File: src/rtl/cpu_defs.svh
`ifndef CPU_DEFS_SVH
`define CPU_DEFS_SVH

// Register file size, register 0 is hardwired to zero
`define CPU_NUM_REGS   16

// Address of the first instruction after reset
`define CPU_RESET_PC   16'h0000

// Opcode field in the instruction word
`define CPU_OPC_MSB    15
`define CPU_OPC_LSB    12

// Branch condition field
`define CPU_COND_MSB   11
`define CPU_COND_LSB   9

// Reserved opcode 3, decodes as a no-op
`define CPU_NOP_INSTR  16'h3000

`endif
File: src/rtl/cpu_pkg.sv
package cpu_pkg;

  typedef logic [15:0] word_t;    // Data and address word
  typedef logic [3:0]  reg_idx_t; // Register number
  typedef logic [2:0]  flags_t;   // {Z, V, N}
  typedef logic [2:0]  cond_t;    // Branch condition code

  // Opcodes 3 and 7 are reserved
  typedef enum logic [3:0] {
    op_add = 4'h0,
    op_sub = 4'h1,
    op_xor = 4'h2,
    op_sll = 4'h4,
    op_sra = 4'h5,
    op_ror = 4'h6,
    op_lw  = 4'h8,
    op_sw  = 4'h9,
    op_llb = 4'hA,
    op_lhb = 4'hB,
    op_b   = 4'hC,
    op_br  = 4'hD,
    op_pcs = 4'hE,
    op_hlt = 4'hF
  } opcode_t;

  // Operand source in EX
  typedef enum logic [1:0] {
    fwd_none   = 2'd0,
    fwd_ex_mem = 2'd1,
    fwd_mem_wb = 2'd2
  } fwd_sel_t;

endpackage

File: src/rtl/cpu.sv
`timescale 1ns/1ps

module cpu (
  input  logic           clk,
  input  logic           reset,
  output cpu_pkg::word_t instr_addr,
  output cpu_pkg::word_t pc,
  input  cpu_pkg::word_t instr_data,
  output cpu_pkg::word_t mem_addr,
  output cpu_pkg::word_t mem_wdata,
  output logic           mem_en,
  output logic           mem_wr,
  input  cpu_pkg::word_t mem_rdata,
  output logic           hlt
);
  import cpu_pkg::*;

  // Fetch / decode
  word_t    if_id_instr;
  word_t    if_id_pc_plus2;
  logic     take_branch;
  logic     pc_stall;
  logic     if_id_flush;
  logic     stall;

  // Register file
  reg_idx_t rd_idx_a;
  reg_idx_t rd_idx_b;
  word_t    rd_data_a;
  word_t    rd_data_b;

  // Execute
  logic     id_ex_clear;
  word_t    imm_sel;
  opcode_t  alu_op;
  fwd_sel_t fwd_a;
  fwd_sel_t fwd_b;
  logic     store_fwd;
  flags_t   flags;
  word_t    alu_result;
  word_t    store_data;

  // Writeback
  logic     wb_en;
  logic     wb_from_mem;
  reg_idx_t wb_idx;
  word_t    wb_data;

  assign instr_addr = pc;
  assign mem_addr   = alu_result;
  assign mem_wdata  = store_data;

  pipeline_control ctrl_i (
    .clk(clk), .reset(reset),
    .if_id_instr(if_id_instr), .if_id_pc_plus2(if_id_pc_plus2),
    .flags(flags),
    .rd_idx_a(rd_idx_a), .rd_idx_b(rd_idx_b),
    .take_branch(take_branch), .pc_stall(pc_stall), .if_id_flush(if_id_flush),
    .stall(stall), .id_ex_clear(id_ex_clear),
    .imm_sel(imm_sel), .alu_op(alu_op), .fwd_a(fwd_a), .fwd_b(fwd_b),
    .store_fwd(store_fwd), .mem_en(mem_en), .mem_wr(mem_wr),
    .wb_en(wb_en), .wb_from_mem(wb_from_mem), .wb_idx(wb_idx),
    .hlt(hlt)
  );

  // BR jumps to the register value, B adds imm_sel to PC+2
  fetch_unit fetch_i (
    .clk(clk), .reset(reset),
    .pc_stall(pc_stall), .if_id_flush(if_id_flush), .stall(stall),
    .take_branch(take_branch),
    .branch_base(rd_data_a), .branch_offset(imm_sel),
    .instr_data(instr_data),
    .pc(pc), .if_id_instr(if_id_instr), .if_id_pc_plus2(if_id_pc_plus2)
  );

  register_file regs_i (
    .clk(clk), .reset(reset),
    .rd_idx_a(rd_idx_a), .rd_idx_b(rd_idx_b), .wr_idx(wb_idx),
    .wr_en(wb_en), .wr_data(wb_data),
    .rd_data_a(rd_data_a), .rd_data_b(rd_data_b)
  );

  execute_unit exec_i (
    .clk(clk), .reset(reset), .stall(stall), .id_ex_clear(id_ex_clear),
    .rd_data_a(rd_data_a), .rd_data_b(rd_data_b), .imm_sel(imm_sel),
    .wb_data(wb_data), .alu_op(alu_op), .fwd_a(fwd_a), .fwd_b(fwd_b),
    .store_fwd(store_fwd),
    .flags(flags), .alu_result(alu_result), .store_data(store_data)
  );

  writeback_unit wb_i (
    .clk(clk), .reset(reset), .wb_from_mem(wb_from_mem),
    .alu_result(alu_result), .mem_rdata(mem_rdata),
    .wb_data(wb_data)
  );

endmodule

File: src/rtl/pipeline_control.sv
`timescale 1ns/1ps
`include "cpu_defs.svh"

module pipeline_control (
  input  logic              clk,
  input  logic              reset,
  input  cpu_pkg::word_t    if_id_instr,
  input  cpu_pkg::word_t    if_id_pc_plus2,
  input  cpu_pkg::flags_t   flags,
  output cpu_pkg::reg_idx_t rd_idx_a,
  output cpu_pkg::reg_idx_t rd_idx_b,
  output logic              take_branch,
  output logic              pc_stall,
  output logic              if_id_flush,
  output logic              stall,
  output logic              id_ex_clear,
  output cpu_pkg::word_t    imm_sel,
  output cpu_pkg::opcode_t  alu_op,
  output cpu_pkg::fwd_sel_t fwd_a,
  output cpu_pkg::fwd_sel_t fwd_b,
  output logic              store_fwd,
  output logic              mem_en,
  output logic              mem_wr,
  output logic              wb_en,
  output logic              wb_from_mem,
  output cpu_pkg::reg_idx_t wb_idx,
  output logic              hlt
);
  import cpu_pkg::*;

  logic [3:0] opc;
  reg_idx_t   rd, rs, rt;
  cond_t      cond;
  logic is_alu3, is_shift, is_lw, is_sw, is_llb, is_lhb, is_b, is_br, is_pcs, is_hlt;
  logic dec_wb_en, uses_a, uses_b;
  logic load_use, br_hazard, branch_stall, branch_wait_q, cond_met;
  logic     id_ex_wb_en, id_ex_from_mem, id_ex_mem_en, id_ex_mem_wr;
  reg_idx_t id_ex_dst, id_ex_src_a, id_ex_src_b;
  logic     ex_mem_wb_en, ex_mem_from_mem;
  reg_idx_t ex_mem_dst, ex_mem_src_b;

  ////////////////////////////////
  // Decode
  ////////////////////////////////
  assign opc  = if_id_instr[`CPU_OPC_MSB:`CPU_OPC_LSB];
  assign rd   = if_id_instr[11:8];
  assign rs   = if_id_instr[7:4];
  assign rt   = if_id_instr[3:0];
  assign cond = if_id_instr[`CPU_COND_MSB:`CPU_COND_LSB];

  assign is_alu3  = (opc <= 4'h2);
  assign is_shift = (opc >= 4'h4) && (opc <= 4'h6);
  assign is_lw    = (opc == op_lw);
  assign is_sw    = (opc == op_sw);
  assign is_llb   = (opc == op_llb);
  assign is_lhb   = (opc == op_lhb);
  assign is_b     = (opc == op_b);
  assign is_br    = (opc == op_br);
  assign is_pcs   = (opc == op_pcs);
  assign is_hlt   = (opc == op_hlt);

  assign rd_idx_a  = (is_llb || is_lhb) ? rd : rs; // LLB/LHB merge into rd
  assign rd_idx_b  = is_sw ? rd : rt;              // SW stores rd field
  assign dec_wb_en = is_alu3 | is_shift | is_lw | is_llb | is_lhb | is_pcs;
  assign uses_a    = is_alu3 | is_shift | is_lw | is_sw | is_llb | is_lhb;
  assign uses_b    = is_alu3;

  always_comb begin
    imm_sel = '0;
    if (is_shift) imm_sel = {12'h000, if_id_instr[3:0]};
    else if (is_lw || is_sw) imm_sel = {{11{if_id_instr[3]}}, if_id_instr[3:0], 1'b0};
    else if (is_llb || is_lhb) imm_sel = {8'h00, if_id_instr[7:0]};
    else if (is_b) imm_sel = {{6{if_id_instr[8]}}, if_id_instr[8:0], 1'b0};
    else if (is_pcs) imm_sel = if_id_pc_plus2;
  end

  ////////////////////////////////
  // Hazards and branches
  ////////////////////////////////
  assign load_use = id_ex_from_mem && (id_ex_dst != '0) &&
                    ((uses_a && id_ex_dst == rd_idx_a) || (uses_b && id_ex_dst == rd_idx_b));

  // BR target must be in the register file before it is used
  assign br_hazard = is_br && (rs != '0) &&
                     ((id_ex_wb_en && id_ex_dst == rs) || (ex_mem_wb_en && ex_mem_dst == rs));

  assign branch_stall = (is_b || is_br) && (!branch_wait_q || br_hazard);

  always_comb begin
    case (cond)
      3'd0:    cond_met = !flags[2];
      3'd1:    cond_met = flags[2];
      3'd2:    cond_met = !flags[2] && !flags[0];
      3'd3:    cond_met = flags[0];
      3'd4:    cond_met = flags[2] || !flags[0];
      3'd5:    cond_met = flags[0] || flags[2];
      3'd6:    cond_met = flags[1];
      default: cond_met = 1'b1;
    endcase
  end

  assign stall       = !hlt && (load_use || branch_stall);
  assign pc_stall    = stall || hlt;
  assign take_branch = !hlt && (is_b || is_br) && !branch_stall && cond_met;
  assign if_id_flush = take_branch;       // Drop the fall-through
  assign id_ex_clear = hlt || is_hlt;

  always_ff @(posedge clk) begin
    if (reset) begin
      branch_wait_q <= 1'b0;
      hlt           <= 1'b0;
    end else begin
      branch_wait_q <= stall && branch_stall;
      if (is_hlt) hlt <= 1'b1; // Sticky until reset
    end
  end

  ////////////////////////////////
  // Pipelined control bits
  ////////////////////////////////
  always_ff @(posedge clk) begin
    if (reset || stall || id_ex_clear) begin
      id_ex_wb_en <= 1'b0;
      id_ex_from_mem <= 1'b0;
      id_ex_mem_en <= 1'b0;
      id_ex_mem_wr <= 1'b0;
      id_ex_dst <= '0;
      id_ex_src_a <= '0;
      id_ex_src_b <= '0;
      alu_op <= op_b;                     // No ALU or flag effect
    end else begin
      id_ex_wb_en <= dec_wb_en;
      id_ex_from_mem <= is_lw;
      id_ex_mem_en <= is_lw | is_sw;
      id_ex_mem_wr <= is_sw;
      id_ex_dst <= rd;
      id_ex_src_a <= rd_idx_a;
      id_ex_src_b <= rd_idx_b;
      alu_op <= (is_alu3 || is_shift || is_lw || is_sw || is_llb || is_lhb || is_pcs) ?
                opcode_t'(opc) : op_b;
    end
  end

  always_ff @(posedge clk) begin
    if (reset) begin
      ex_mem_wb_en <= 1'b0;
      ex_mem_from_mem <= 1'b0;
      mem_en <= 1'b0;
      mem_wr <= 1'b0;
      ex_mem_dst <= '0;
      ex_mem_src_b <= '0;
      wb_en <= 1'b0;
      wb_from_mem <= 1'b0;
      wb_idx <= '0;
    end else begin
      ex_mem_wb_en <= id_ex_wb_en;
      ex_mem_from_mem <= id_ex_from_mem;
      mem_en <= id_ex_mem_en;
      mem_wr <= id_ex_mem_wr;
      ex_mem_dst <= id_ex_dst;
      ex_mem_src_b <= id_ex_src_b;
      wb_en <= ex_mem_wb_en;
      wb_from_mem <= ex_mem_from_mem;
      wb_idx <= ex_mem_dst;
    end
  end

  // Forwarding, load data in EX/MEM is not ready yet
  always_comb begin
    fwd_a = fwd_none;
    fwd_b = fwd_none;
    if (ex_mem_wb_en && !ex_mem_from_mem && ex_mem_dst != '0 && ex_mem_dst == id_ex_src_a)
      fwd_a = fwd_ex_mem;
    else if (wb_en && wb_idx != '0 && wb_idx == id_ex_src_a)
      fwd_a = fwd_mem_wb;
    if (ex_mem_wb_en && !ex_mem_from_mem && ex_mem_dst != '0 && ex_mem_dst == id_ex_src_b)
      fwd_b = fwd_ex_mem;
    else if (wb_en && wb_idx != '0 && wb_idx == id_ex_src_b)
      fwd_b = fwd_mem_wb;
  end

  assign store_fwd = mem_wr && wb_en && (wb_idx != '0) && (wb_idx == ex_mem_src_b);

endmodule

File: src/rtl/writeback_unit.sv
`timescale 1ns/1ps

module writeback_unit (
  input  logic           clk,
  input  logic           reset,
  input  logic           wb_from_mem,
  input  cpu_pkg::word_t alu_result,
  input  cpu_pkg::word_t mem_rdata,
  output cpu_pkg::word_t wb_data
);
  import cpu_pkg::*;

  word_t load_q;
  word_t alu_q;

  // MEM/WB data
  always_ff @(posedge clk) begin
    if (reset) begin
      load_q <= '0;
      alu_q  <= '0;
    end else begin
      load_q <= mem_rdata;
      alu_q  <= alu_result;
    end
  end

  assign wb_data = wb_from_mem ? load_q : alu_q; // Load data or ALU result

endmodule

File: src/rtl/execute_unit.sv
`timescale 1ns/1ps

module execute_unit (
  input  logic              clk,
  input  logic              reset,
  input  logic              stall,
  input  logic              id_ex_clear,
  input  cpu_pkg::word_t    rd_data_a,
  input  cpu_pkg::word_t    rd_data_b,
  input  cpu_pkg::word_t    imm_sel,
  input  cpu_pkg::word_t    wb_data,
  input  cpu_pkg::opcode_t  alu_op,
  input  cpu_pkg::fwd_sel_t fwd_a,
  input  cpu_pkg::fwd_sel_t fwd_b,
  input  logic              store_fwd,
  output cpu_pkg::flags_t   flags,
  output cpu_pkg::word_t    alu_result,
  output cpu_pkg::word_t    store_data
);
  import cpu_pkg::*;

  word_t  opa_q, opb_q, imm_q;  // ID/EX data
  word_t  a, b, alu_out;
  word_t  store_q;
  logic [31:0] rot;
  flags_t flags_next;

  always_ff @(posedge clk) begin
    if (id_ex_clear) begin
      opa_q <= '0;
      opb_q <= '0;
      imm_q <= '0;
    end else if (!stall) begin
      opa_q <= rd_data_a;
      opb_q <= rd_data_b;
      imm_q <= imm_sel;
    end
  end

  assign a = (fwd_a == fwd_ex_mem) ? alu_result : (fwd_a == fwd_mem_wb) ? wb_data : opa_q;
  assign b = (fwd_b == fwd_ex_mem) ? alu_result : (fwd_b == fwd_mem_wb) ? wb_data : opb_q;
  assign rot = {a, a} >> imm_q[3:0];

  ////////////////////////////////
  // ALU and flags
  ////////////////////////////////
  always_comb begin
    alu_out    = '0;
    flags_next = flags;
    case (alu_op)
      op_add: begin
        alu_out    = a + b;
        flags_next = {alu_out == '0, (a[15] == b[15]) && (alu_out[15] != a[15]), alu_out[15]};
      end
      op_sub: begin
        alu_out    = a - b;
        flags_next = {alu_out == '0, (a[15] != b[15]) && (alu_out[15] != a[15]), alu_out[15]};
      end
      op_xor: alu_out = a ^ b;
      op_sll: alu_out = a << imm_q[3:0];
      op_sra: alu_out = $signed(a) >>> imm_q[3:0];
      op_ror: alu_out = rot[15:0];
      op_llb: alu_out = {a[15:8], imm_q[7:0]};
      op_lhb: alu_out = {imm_q[7:0], a[7:0]};
      op_lw, op_sw: alu_out = a + imm_q; // Base plus offset
      op_pcs: alu_out = imm_q;
      default: alu_out = '0;
    endcase
    if (alu_op == op_xor || alu_op == op_sll || alu_op == op_sra || alu_op == op_ror)
      flags_next[2] = (alu_out == '0);   // Z only
  end

  always_ff @(posedge clk) begin
    if (reset) flags <= '0;
    else flags <= flags_next;
  end

  // EX/MEM data
  always_ff @(posedge clk) begin
    alu_result <= alu_out;
    store_q    <= b;
  end

  assign store_data = store_fwd ? wb_data : store_q; // MEM to MEM path

endmodule

File: src/rtl/register_file.sv
`timescale 1ns/1ps
`include "cpu_defs.svh"

module register_file (
  input  logic              clk,
  input  logic              reset,
  input  cpu_pkg::reg_idx_t rd_idx_a,
  input  cpu_pkg::reg_idx_t rd_idx_b,
  input  cpu_pkg::reg_idx_t wr_idx,
  input  logic              wr_en,
  input  cpu_pkg::word_t    wr_data,
  output cpu_pkg::word_t    rd_data_a,
  output cpu_pkg::word_t    rd_data_b
);
  import cpu_pkg::*;

  word_t regs [`CPU_NUM_REGS];

  always_ff @(posedge clk) begin
    if (reset) begin
      for (int i = 0; i < `CPU_NUM_REGS; i++) regs[i] <= '0;
    end else if (wr_en && wr_idx != '0) begin
      regs[wr_idx] <= wr_data;
    end
  end

  // Write data bypasses to a same-cycle read
  assign rd_data_a = (rd_idx_a == '0) ? '0 :
                     (wr_en && wr_idx == rd_idx_a) ? wr_data : regs[rd_idx_a];
  assign rd_data_b = (rd_idx_b == '0) ? '0 :
                     (wr_en && wr_idx == rd_idx_b) ? wr_data : regs[rd_idx_b];

endmodule

File: src/rtl/fetch_unit.sv
`timescale 1ns/1ps
`include "cpu_defs.svh"

module fetch_unit (
  input  logic           clk,
  input  logic           reset,
  input  logic           pc_stall,
  input  logic           if_id_flush,
  input  logic           stall,
  input  logic           take_branch,
  input  cpu_pkg::word_t branch_base,
  input  cpu_pkg::word_t branch_offset,
  input  cpu_pkg::word_t instr_data,
  output cpu_pkg::word_t pc,
  output cpu_pkg::word_t if_id_instr,
  output cpu_pkg::word_t if_id_pc_plus2
);
  import cpu_pkg::*;

  word_t pc_plus2;
  word_t target;
  logic  is_br;

  assign pc_plus2 = pc + 16'd2;
  assign is_br    = if_id_instr[`CPU_OPC_LSB]; // D vs C
  assign target   = (is_br ? 16'h0000 : if_id_pc_plus2) + (is_br ? branch_base : branch_offset);

  always_ff @(posedge clk) begin
    if (reset) pc <= `CPU_RESET_PC;
    else if (take_branch) pc <= target;
    else if (!pc_stall) pc <= pc_plus2;
  end

  // IF/ID register
  always_ff @(posedge clk) begin
    if (reset || if_id_flush) begin
      if_id_instr    <= `CPU_NOP_INSTR;
      if_id_pc_plus2 <= '0;
    end else if (!stall) begin
      if_id_instr    <= instr_data;
      if_id_pc_plus2 <= pc_plus2;
    end
  end

endmodule

File: config.mk
export PLATFORM = sky130hd
export DESIGN_NAME = cpu
export DESIGN_NICKNAME = d
export VERILOG_FILES = /design/src/rtl/cpu_pkg.sv /design/src/rtl/cpu.sv /design/src/rtl/pipeline_control.sv /design/src/rtl/writeback_unit.sv /design/src/rtl/execute_unit.sv /design/src/rtl/register_file.sv /design/src/rtl/fetch_unit.sv
export VERILOG_INCLUDE_DIRS = /design/src /design/src/rtl
export SDC_FILE = /design/constraint.sdc
export NUM_CORES = 1
export LEC_CHECK = 0
export BUFFER_PORTS_ARGS = -buffer_cell sky130_fd_sc_hd__buf_4
export CAP_MARGIN = 20
export CORE_MARGIN = 2
export CORE_UTILIZATION = 43
export DETAILED_ROUTE_END_ITERATION = 16
export SYNTH_ARGS = -nofsm -noshare
export SYNTH_HDL_FRONTEND = slang
export SYNTH_HIERARCHICAL = 1
export SYNTH_SLANG_ARGS = --single-unit
File: constraint.sdc
create_clock -name clk -period 12.5 [get_ports clk]
set_input_delay 0.625 -clock clk [delete_from_list [all_inputs] [get_ports clk]]
set_output_delay 0.625 -clock clk [all_outputs]
set_load 0.01 [all_outputs]
======== Yosys cells after proc, flatten, opt, wreduce, memory -nomap -nowiden ========
Memories as Yosys holds them, arrays and structs flattened.
Index checks and enable logic that the tools add are counted.
operators by class
  equal/unequal tests ..................... 44
  $add $sub $neg .......................... 5
  reductions and logical operators ........ 75
  bitwise gates (word level) .............. 11
  order comparisons ....................... 3
  shift operators ......................... 3
  mux-type cells .......................... 37
operator list
  cell                     count
  $mux W16                 20
  $pmux W16 S10            1
  $eq A4 B4 Y1 const B     13
  $add A16 B16 Y16         3
  $logic_not A16 Y1        3
  $eq A4 B4 Y1             11
  $shr A32 B4 Y16          1
  $logic_and A1 B1 Y1      30
  $logic_or A1 B1 Y1       23
  $add A16 B2 Y16 const B  1
  $reduce_bool A4 Y1       4
  $reduce_or A16 Y1        1
  $shl A16 B4 Y16          1
  $sshr A16 B4 Y16         1
  $sub A16 B16 Y16         1
  $xor A16 B16 Y16         1
  $eq A4 B3 Y1 const B     3
  $logic_not A4 Y1         3
  $mux W4                  3
  $eq A3 B3 Y1 const B     3
  $or A1 B1 Y1             9
  $mux W2                  4
  $mux W1                  7
  $pmux W1 S7              1
  other kinds (19)         30
storage, ports and cells
  input bits .............................. 34
  memory bits (writable) .................. 256
  memories ................................ 1
  register bits after elaboration ......... 203
  logic and storage cells ................. 210
memories
  memory       depth  width  rd ports  clocked after memory_dff  write ports  line                 source
  regs_i.regs  16     16     2         0                         16           register_file.sv:17  word_t regs [`CPU_NUM_REGS];

======== Longest topological paths before layout ========
Gate-level depths: netlist of run 1.
  word-level depth ........................ 15
  mapped depth ............................ 23
  gate-level depth less buffers ........... 21

======== Cells and area by module ========
Netlist of run 1, hierarchy kept.
by module, submodules not included
  module            instances  seq. area each (sq um)  area an instance (sq um)  cells each
  register_file     1          7687.4                  14111.0                   1046
  execute_unit      1          1661.6                  8682.1                    1102
  fetch_unit        1          960.9                   3144.3                    376
  pipeline_control  1          800.8                   2393.5                    279
  writeback_unit    1          640.6                   1123.6                    85
  cpu               1          0.0                     120.1                     16

======== Least setup slack after synthesis of run 1 ========
OpenSTA, ideal clock, no wires.
  path type ............................... register to register
  start ................................... reg ctrl_i.ex_mem_dst[0]
  end ..................................... reg exec_i.flags[2]
  setup time .............................. 96 ps
  setup slack ............................. 7240 ps
  required time ........................... 12404 ps
  cell stages (with the launch flop) ...... 19
  clock period less this slack ............ 5260 ps
  arrival ................................. 5164 ps
  path through ............................ dfxtp_1 or4_1 nand3b_1 nor2_1 nor3_1 xor2_2 buf_4 o221a_2 ha_1 nand2b_1 a2111oi_0 o211ai_1 a32oi_1 a21oi_1 o21bai_1 xor2_1 or4_1 a211o_1 o41ai_2
on the way
  longest elaborated chain between the ends .. 11
  elaborated cells between the ends (all ways) .. 29
  classes of those cells .................. add/sub (3); eq/ne (6); shift (3); mux (9); bitwise (1); reduce/logical (7)
ends and longest elaborated chain
  what                                                     line                                    source
  from (decl)                                              pipeline_control.sv:40                  reg_idx_t ex_mem_dst, ex_mem_src_b;
  from (signal assigned)                                   pipeline_control.sv:160                 ex_mem_dst <= id_ex_dst;
  $reduce_bool A4 Y1                                       pipeline_control.sv:172                 if (ex_mem_wb_en && !ex_mem_from_mem && ex_mem_dst != '0 && ex_mem_dst == id_ex_src_a)
  $logic_and A1 B1 Y1                                      pipeline_control.sv:172
  $logic_and A1 B1 Y1 (*)                                  pipeline_control.sv:172
  $mux W2 (*)                                              pipeline_control.sv:172
  net fwd_a[0]                                             cpu.sv:36                               fwd_sel_t fwd_a;
  $eq A2 B2 Y1                                             execute_unit.sv:40                      assign a = (fwd_a == fwd_ex_mem) ? alu_result : (fwd_a == fwd_mem_wb) ? wb_data : opa_q;
  $mux W16                                                 execute_unit.sv:40
  $mux W16 (*)                                             execute_unit.sv:40
  $add A16 B16 Y16, or another cell as far along           execute_unit.sv:65                      op_lw, op_sw: alu_out = a + imm_q;
  $pmux W16 S10, or another cell as far along              execute_unit.sv:50                      case (alu_op)
  $logic_not A16 Y1 / $pmux W3 S2 (equally long branches)  execute_unit.sv:70, execute_unit.sv:50
  $mux W1 (*)                                              execute_unit.sv:69                      if (alu_op == op_xor || alu_op == op_sll || alu_op == op_sra || alu_op == op_ror)
  to (signal assigned)                                     execute_unit.sv:75                      else flags <= flags_next;
  to (decl)                                                execute_unit.sv:16                      output cpu_pkg::flags_t flags,
The timed path passes the listed nets; every way through them passes the cells marked *.
A chain may end at the register's enable or synchronous reset.

======== Final worst setup path of run 1 ========
Same ends and word-level chain as after synthesis.

==> impl_results.md, run 1 <==
- Outcome: complete, no violations
- # Post-CTS Setup Buffers: 0
- Post-Syn Area: 29600 um2
- Die area: slightly above 70000 um2
- Fmax: 0.140 GHz
- EDFF count, synth: 256
- Cell variety after synth: 106
- Grt ovf: 0
- Max Transition Viols Final: 0
- VDD IR-drop max: 0.106 mV
- Crit end category: flip-flop
- Final Worst Setup Slack: between 5 and 6 ns
- Drt drc: 0
- Max H-tree Level: 2
- RSZ-0062 raised after global routing: no
- Skew final: 0.0509 ns
- Post-CTS sizing: 0
- Gr usage total: a little under a third
- Largest net degree at the start of global routing: 60
- CTS tree: done
- Kind of critical path: flip-flop to flip-flop
- Setup Viol. Count Final: 0
- Die Span Y: about 270 um
- CP peak stage delay: 0.91 ns
- P per Cell Area: ~140 nW/um2
- Final Hold Viols: 0
- Final min period: 7.15 ns
- Fin crit share: a little under three fifths
- Worst min path class: input port to flip-flop
- Initial Util: between 40% and 50%
- Top FF cell, synth: edfxtp_1
- # clock sinks: 459
- Worst Hold Path Cells: 2
- First DRT Iteration DRCs: between 3000 and 4000
- Num CTS Buffers: 52
- Slew at the pin closest to its max-slew limit: 1.20 ns
- Post-Place Setup Slack: 5.44 ns
- Sequential area share after synthesis: 39.7%
- Synth Area per Inst: 10.2 um2
- DRT Pass-1 Iters: 12
- Vias in the first global route: 23101
- Std-Cell Rows: 96
- Worst path most repeated cell: or4_1
- Leak pwr: 12.1 nW
- Root buffer cell: clkbuf_16
- Final core occ: 47.7%
- Hold_buf cts: 0
- Drt via density: 6.48
- Async set-reset flop share out of synthesis: 0%
- Met1 WL: 47500 um
- Reg clk slew, reported paths: 0.06 ns
- Tot Pwr: 4.52 mW
- Crit path required time: 12.99 ns
- Commonest non-fill, non-tap cells in the layout: edfxtp_1 (256), and2_1 (250), mux2i_1 (229)
- Final GP Congestion: 1.01
- Synth-to-Final Area Change: 10.3%
- CP max FO: 22
- Slew Limit Headroom: a little under a fifth
- Die X: about 270 um
- Met2 WL: approximately 48000 um
- Yosys reg bits: 459
- Final net count: between 2000 and 3000
- ANT nets after route: 0
- Core ar.: 68300 um2
- Max Used Layer: met4
- First-pass GRT wire length: roughly 160000 um
- Post-Synthesis Cells: between 2000 and 3000
- Number of port buffers: 100
- Vias: 24739
- Worst-Skew Late Latency: roughly 0.62 ns
- Layout cell share with drive strength beyond 1: approximately 16%
- Longest Clk Path Bufs: 3
- Setup TNS: 0 ns
- Final WL: 111000 um
- Ys Warns: 6
- Ports: a little over 100
- Worst Path Arrival: 7.64 ns
- Crit-path cells: or4_1, nand3b_1, nor2_1, buf_4, nor3_2, xor2_2, buf_8, o221ai_2, inv_2, ha_1, a2111oi_0, o211ai_1, a32oi_1, a21oi_1, o21bai_1, xor2_1, or4_1, a211o_1, o41ai_2
- Commonest non-fill, non-tap cell in the layout: edfxtp_1
- Top cells by area, synth: edfxtp_1 (26%), dfxtp_1 (14%), mux2i_1 (7.8%), mux4_2 (5.9%), and2_1 (5.3%)
- Per-cell routed wire length: 29.1 um
- Synth top area share: 26.0%
- Wire length on met3: 10900 um
- Crit path launch type: flip-flop
- Hpwl dp: 78600 um
- Synth area leader: edfxtp_1
- Initial antenna violation count: 2
- Max-cap violations: 0
- Reg2Reg Depth: 19
- CP max stage cell: a2111oi_0
==> critical path, delay by kind of cell, from the launching register on <==
family | cells | cell delay [ns]
XOR/XNOR | 2 | 0.50
AO/OA/AOI/OAI | 8 | 2.89
AND/OR/NAND/NOR | 5 | 2.07
buffers and inverters | 3 | 0.71
adder cells (fa/ha/maj) | 1 | 0.49
flip-flops | 1 | 0.37
==> through the flow <==
stage | instance area (um2) | hold slack [ns] | instances
final | 32600 | 0.207 | 3819
after global routing | 32600 | 0.196 | 3818
after CTS | 32600 | 0.184 | 3817
after detailed placement | 30800 | 0.432 | 3720
after global placement | 30800 | 0.427 | 3720
after floorplan | 29600 | 0.414 | 2919
==> sequential cells by signal, indices dropped and copies added (netlist names), 16 cells and up <==
name and cells:
exec_i/store_q 16, exec_i/opa_q 16, exec_i/alu_result 16, wb_i/alu_q 16
fetch_i/if_id_instr 16, wb_i/load_q 16, regs_i/regs 256, exec_i/imm_q 16
fetch_i/if_id_pc_plus2 16, exec_i/opb_q 16, fetch_i/pc 16
==> power breakdown <==
group          switching [mW]  internal [mW]  leakage [nW]  total [mW]
Combinational           0.742          0.391          6.94        1.13
Clock                   0.643          0.974         0.898        1.62
Sequential             0.0946           1.68          4.30        1.77
==> final cells by class <==
cell class                      instances  area [um2]
Fill cell                            6266       35700
Multi-Input combinational cell       2144       16400
Sequential cell                       459       11800
Clock buffer                           76        1530
Timing Repair Buffer                  159        1200
Tap cell                              882        1100
Clock inverter                         21         299
Inverter                               77         292
Antenna cell                            1        2.50
==> final timing paths <==
path	slack, ns	startpoint	to
worst max-delay path	5.35	ctrl_i/ex_mem_dst[0]$_SDFF_PP0_	exec_i/flags[2]$_SDFFE_PP0P_
worst min-delay path	0.21	mem_rdata[3]	wb_i/load_q[3]$_SDFF_PP0_
worst max register to register	5.35	ctrl_i/ex_mem_dst[0]$_SDFF_PP0_	exec_i/flags[2]$_SDFFE_PP0P_
worst min register to register	0.44	ctrl_i/id_ex_mem_wr$_SDFF_PP0_	ctrl_i/mem_wr$_SDFF_PP0_
==> per-layer routing <==
layer  track usage [%]  vias to the layer above
li1                  -                    10803
met1              43.6                    12281
met2              46.0                     1402
met3              6.27                      253
met4              11.2                        0
met5                 0                        -
==> Yosys cell counts (19+ instances only) <==
library cell,instances
buf_2,34
xnor2_1,75
inv_1,62
nor2_1,205
nand3_1,55
dfxtp_1,203
o31ai_1,40
clkbuf_1,134
ha_1,64
nor2b_1,68
nand2b_1,21
nor3_1,50
mux4_2,78
a21oi_1,96
nand2_1,120
a211oi_1,61
xor2_1,40
edfxtp_1,256
nor4_1,26
buf_1,19
buf_4,38
o21ai_0,80
o22ai_1,97
and2_1,250
or3b_1,20
mux2_2,44
or2_2,27
mux2i_1,229
a31oi_1,48
==> logic make-up (layout without fill, tap and decap cells) <==
family	after synthesis	in the layout	synth area share, %
simple gates	954	954	17.7
compound gates	627	627	15.1
flops	459	459	39.7
mux	363	363	16.0
buf+inv	316	333	5.02
xor+xnor	116	116	3.46
fa+ha+maj	68	68	2.98
other cells	1	17	0.0127
No activity file was read; power rests on OpenSTA's default activity.
==> run 2, diff against run 1 <==
Clock period 12.5 ns to 6.4 ns, I/O delays scaled along.
==> run 2 against run 1 <==
  * Power up 100%
  * Critical endpoint unchanged
  * Sequential power up 95%
  * Combinational power up 110%
  * Clock power up 98%
  * Largest cell class unchanged
  * Register-to-register slack worse by 4.9 ns
  * Sequential cell count unchanged
  * Largest power group unchanged
  * Cell count up 1.9%
==> impl_results.md, run 2 (same netlist as run 1, synthesis figures left out) <==
- Slew Limit Headroom: 19.5% (+0.66 points)
- Crit end category: flip-flop
- Initial antenna violation count: 5 (+3)
- Worst path most repeated cell: inv_1
- Initial Util: 43.3% (unchanged)
- RSZ-0062 raised after global routing: no
- Hpwl dp: 83100 um (+5.7%)
- CP max FO: 16 (-27%)
- Crit path launch type: flip-flop
- ANT nets after route: 0 (unchanged)
- Setup Viol. Count Final: 0 (unchanged)
- Setup TNS: 0 ns (unchanged)
- Longest Clk Path Bufs: 3 (unchanged)
- Layout cell share with drive strength beyond 1: 16.3% (+0.70 points)
- CP top delay family: compound AO/OA/AOI/OAI gates
- P per Cell Area: 272 nW/um2 (+96%)
- Worst Path Arrival: 6.44 ns (-1.20 ns)
- CP bufs+invs: 2 (-1)
- Tot Pwr: 9.03 mW (+100%)
- CP max stage cell: a221oi_1
- # Post-CTS Setup Buffers: 0 (unchanged)
- Max reg flops: 256 (unchanged)
- Core ar.: 68300 um2 (unchanged)
- Commonest non-fill, non-tap cell in the layout: edfxtp_1
- Drt drc: 0 (unchanged)
- Hold_buf cts: 32 (+32)
- DRT Pass-1 Iters: 6 (-6)
- Reg2Reg Depth: 19 (unchanged)
- Critical Path Stages: 19 (unchanged)
- Final min period: 5.93 ns (-1.22 ns)
- CP peak stage delay: 0.83 ns (-0.08 ns)
- Final WL: 116000 um (+4.4%)
- Leak pwr: 12.5 nW (+2.6%)
- Largest net degree at the start of global routing: 66 (+10%)
- Num CTS Buffers: 53 (+1.9%)
- Commonest non-fill, non-tap cells in the layout: edfxtp_1 (256), and2_1 (250), mux2i_1 (229)
- RR Startpoint: ctrl_i/ex_mem_dst[1]$_SDFF_PP0_
- VDD IR-drop max: 0.220 mV (+110%)
- First-pass GRT wire length: 166000 um (+4.1%)
- Outcome: complete, no violations
- Vias in the first global route: 24041 (+4.1%)
- Die Span Y: 266 um (unchanged)
- Worst-Skew Late Latency: 0.62 ns (about the same)
- # clock sinks: 459 (unchanged)
- Ports: 101 (unchanged)
- Final net count: 3071 (+2.5%)
- Worst min path class: input port to flip-flop
- Most flop-heavy register: regs_i/regs
- Gr usage total: 32.1% (+1.4 points)
- Skew final: 0.0257 ns (-0.0252 ns)
- Fin crit share: 92.6% (+35 points)
- Final GP Congestion: 1.07 (+6.7%)
- Vias: 24735 (-0.016%)
- First DRT Iteration DRCs: 2984 (-13%)
- Crit path required time: 6.91 ns (-6.08 ns)
- Synth-to-Final Area Change: 12.5%
- CTS tree: done
- Drt via density: 6.36 (-1.9%)
- Number of port buffers: 100 (unchanged)
- Per-cell routed wire length: 29.8 um (+2.5%)
- Reg clk slew, reported paths: 0.06 ns (about the same)
- Kind of critical path: flip-flop to flip-flop
- Die X: 266 um (unchanged)
- Post-Place Setup Slack: 0.698 ns (-4.75 ns)
- Grt ovf: 0 (unchanged)
- Worst Hold Path Cells: 2 (unchanged)
- Fmax: 0.169 GHz (+21%)
- Max H-tree Level: 2 (unchanged)
- Final Hold Viols: 0 (unchanged)
- Crit-path cells: or4_1, nand3b_1, nor2_1, nor3_1, nand2b_1, nand2_1, o21ai_0, inv_1, fa_1, inv_1, mux2i_1, xnor2_1, a221oi_1, nand3_1, a311oi_1, a31oi_1, nor4_1, nand4_1, o41ai_2
- Max Transition Viols Final: 0 (unchanged)
- Die area: 70900 um2 (unchanged)
- HP Start: reset
- Std-Cell Rows: 96 (unchanged)
- Post-CTS sizing: 0 (unchanged)
- Max-cap violations: 0 (unchanged)
- Crit path from: ctrl_i/ex_mem_dst[1]$_SDFF_PP0_
- Final Worst Setup Slack: 0.471 ns (-4.88 ns)
- Root buffer cell: clkbuf_16
- Slew at the pin closest to its max-slew limit: 1.20 ns (-0.00183 ns)
==> run 2: changes by cell type in the layout (fill, tap and decap cells not counted), moves of 2 or more <==
cell / before / now
clkbuf_8: 9 / 1
clkinv_2: 7 / 5
buf_12: 0 / 2
clkinv_1: 5 / 13
bufinv_16: 6 / 9
clkinvlp_4: 0 / 2
buf_4: 158 / 199
clkbuf_2: 2 / 0
dlygate4sd3_1: 0 / 32
inv_6: 3 / 1
clkinv_4: 3 / 0
==> run 2: layer usage <==
layer | up-vias | GRT usage, % | share of wire (%) | wire length (um)
met1 | 12253 | 44.6 | 42 | 48600
met3 | 259 | 7.50 | 10 | 12200
li1 | 10955 | - | - | -
met5 | - | 0 | 0 | 0
met2 | 1268 | 47.9 | 43 | 50000
met4 | 0 | 13.4 | 4.6 | 5370
==> run 2: metrics by stage <==
step	instance area [um2]	hold slack, ns	cells	utilization [%]
after floorplan	29600	0.389	2919	-
after global placement	31100	0.427	3763	45.5
after CTS	33300	0.0158	3889	48.7
after global routing	33300	0.0319	3889	48.7
after detailed placement	31100	0.448	3764	45.5
final	33300	0.0500	3891	48.7
==> run 2: path summary, 6_finish.rpt <==
check / to / slack [ns]
worst max-delay path: exec_i/flags[2]$_SDFFE_PP0P_ / 0.47
worst min-delay path: exec_i/flags[0]$_SDFFE_PP0P_ / 0.05
worst max register to register: exec_i/flags[2]$_SDFFE_PP0P_ / 0.47
worst min register to register: ctrl_i/mem_wr$_SDFF_PP0_ / 0.45
==> run 2: power by group <==
part | internal (mW) | total (mW) | switching, mW
registers | 3.27 | 3.46 | 0.184
logic | 0.826 | 2.37 | 1.55
clock network | 1.93 | 3.20 | 1.27
total | 6.03 | 9.03 | 3.00
==> run 2: area by class of cell <==
class,instances,area (um2)
diodes,2,5.00
clock buffers,66,1430
clock inverters,27,380
fillers,6252,35100
inverters,77,292
multi-input cells,2144,16400
flip-flops and latches,459,11800
well taps,882,1100
repair buffers,234,1870
==> run 2: worst reg2reg max path, cell delays in order (launching register included) <==
cell,delay [ns]
dfxtp_1,0.37
or4_1,0.54
nand3b_1,0.12
nor2_1,0.08
nor3_1,0.27
nand2b_1,0.19
nand2_1,0.28
o21ai_0,0.57
inv_1,0.19
fa_1,0.48
inv_1,0.09
mux2i_1,0.09
xnor2_1,0.19
a221oi_1,0.83
nand3_1,0.14
a311oi_1,0.47
a31oi_1,0.17
nor4_1,0.35
nand4_1,0.18
o41ai_2,0.22
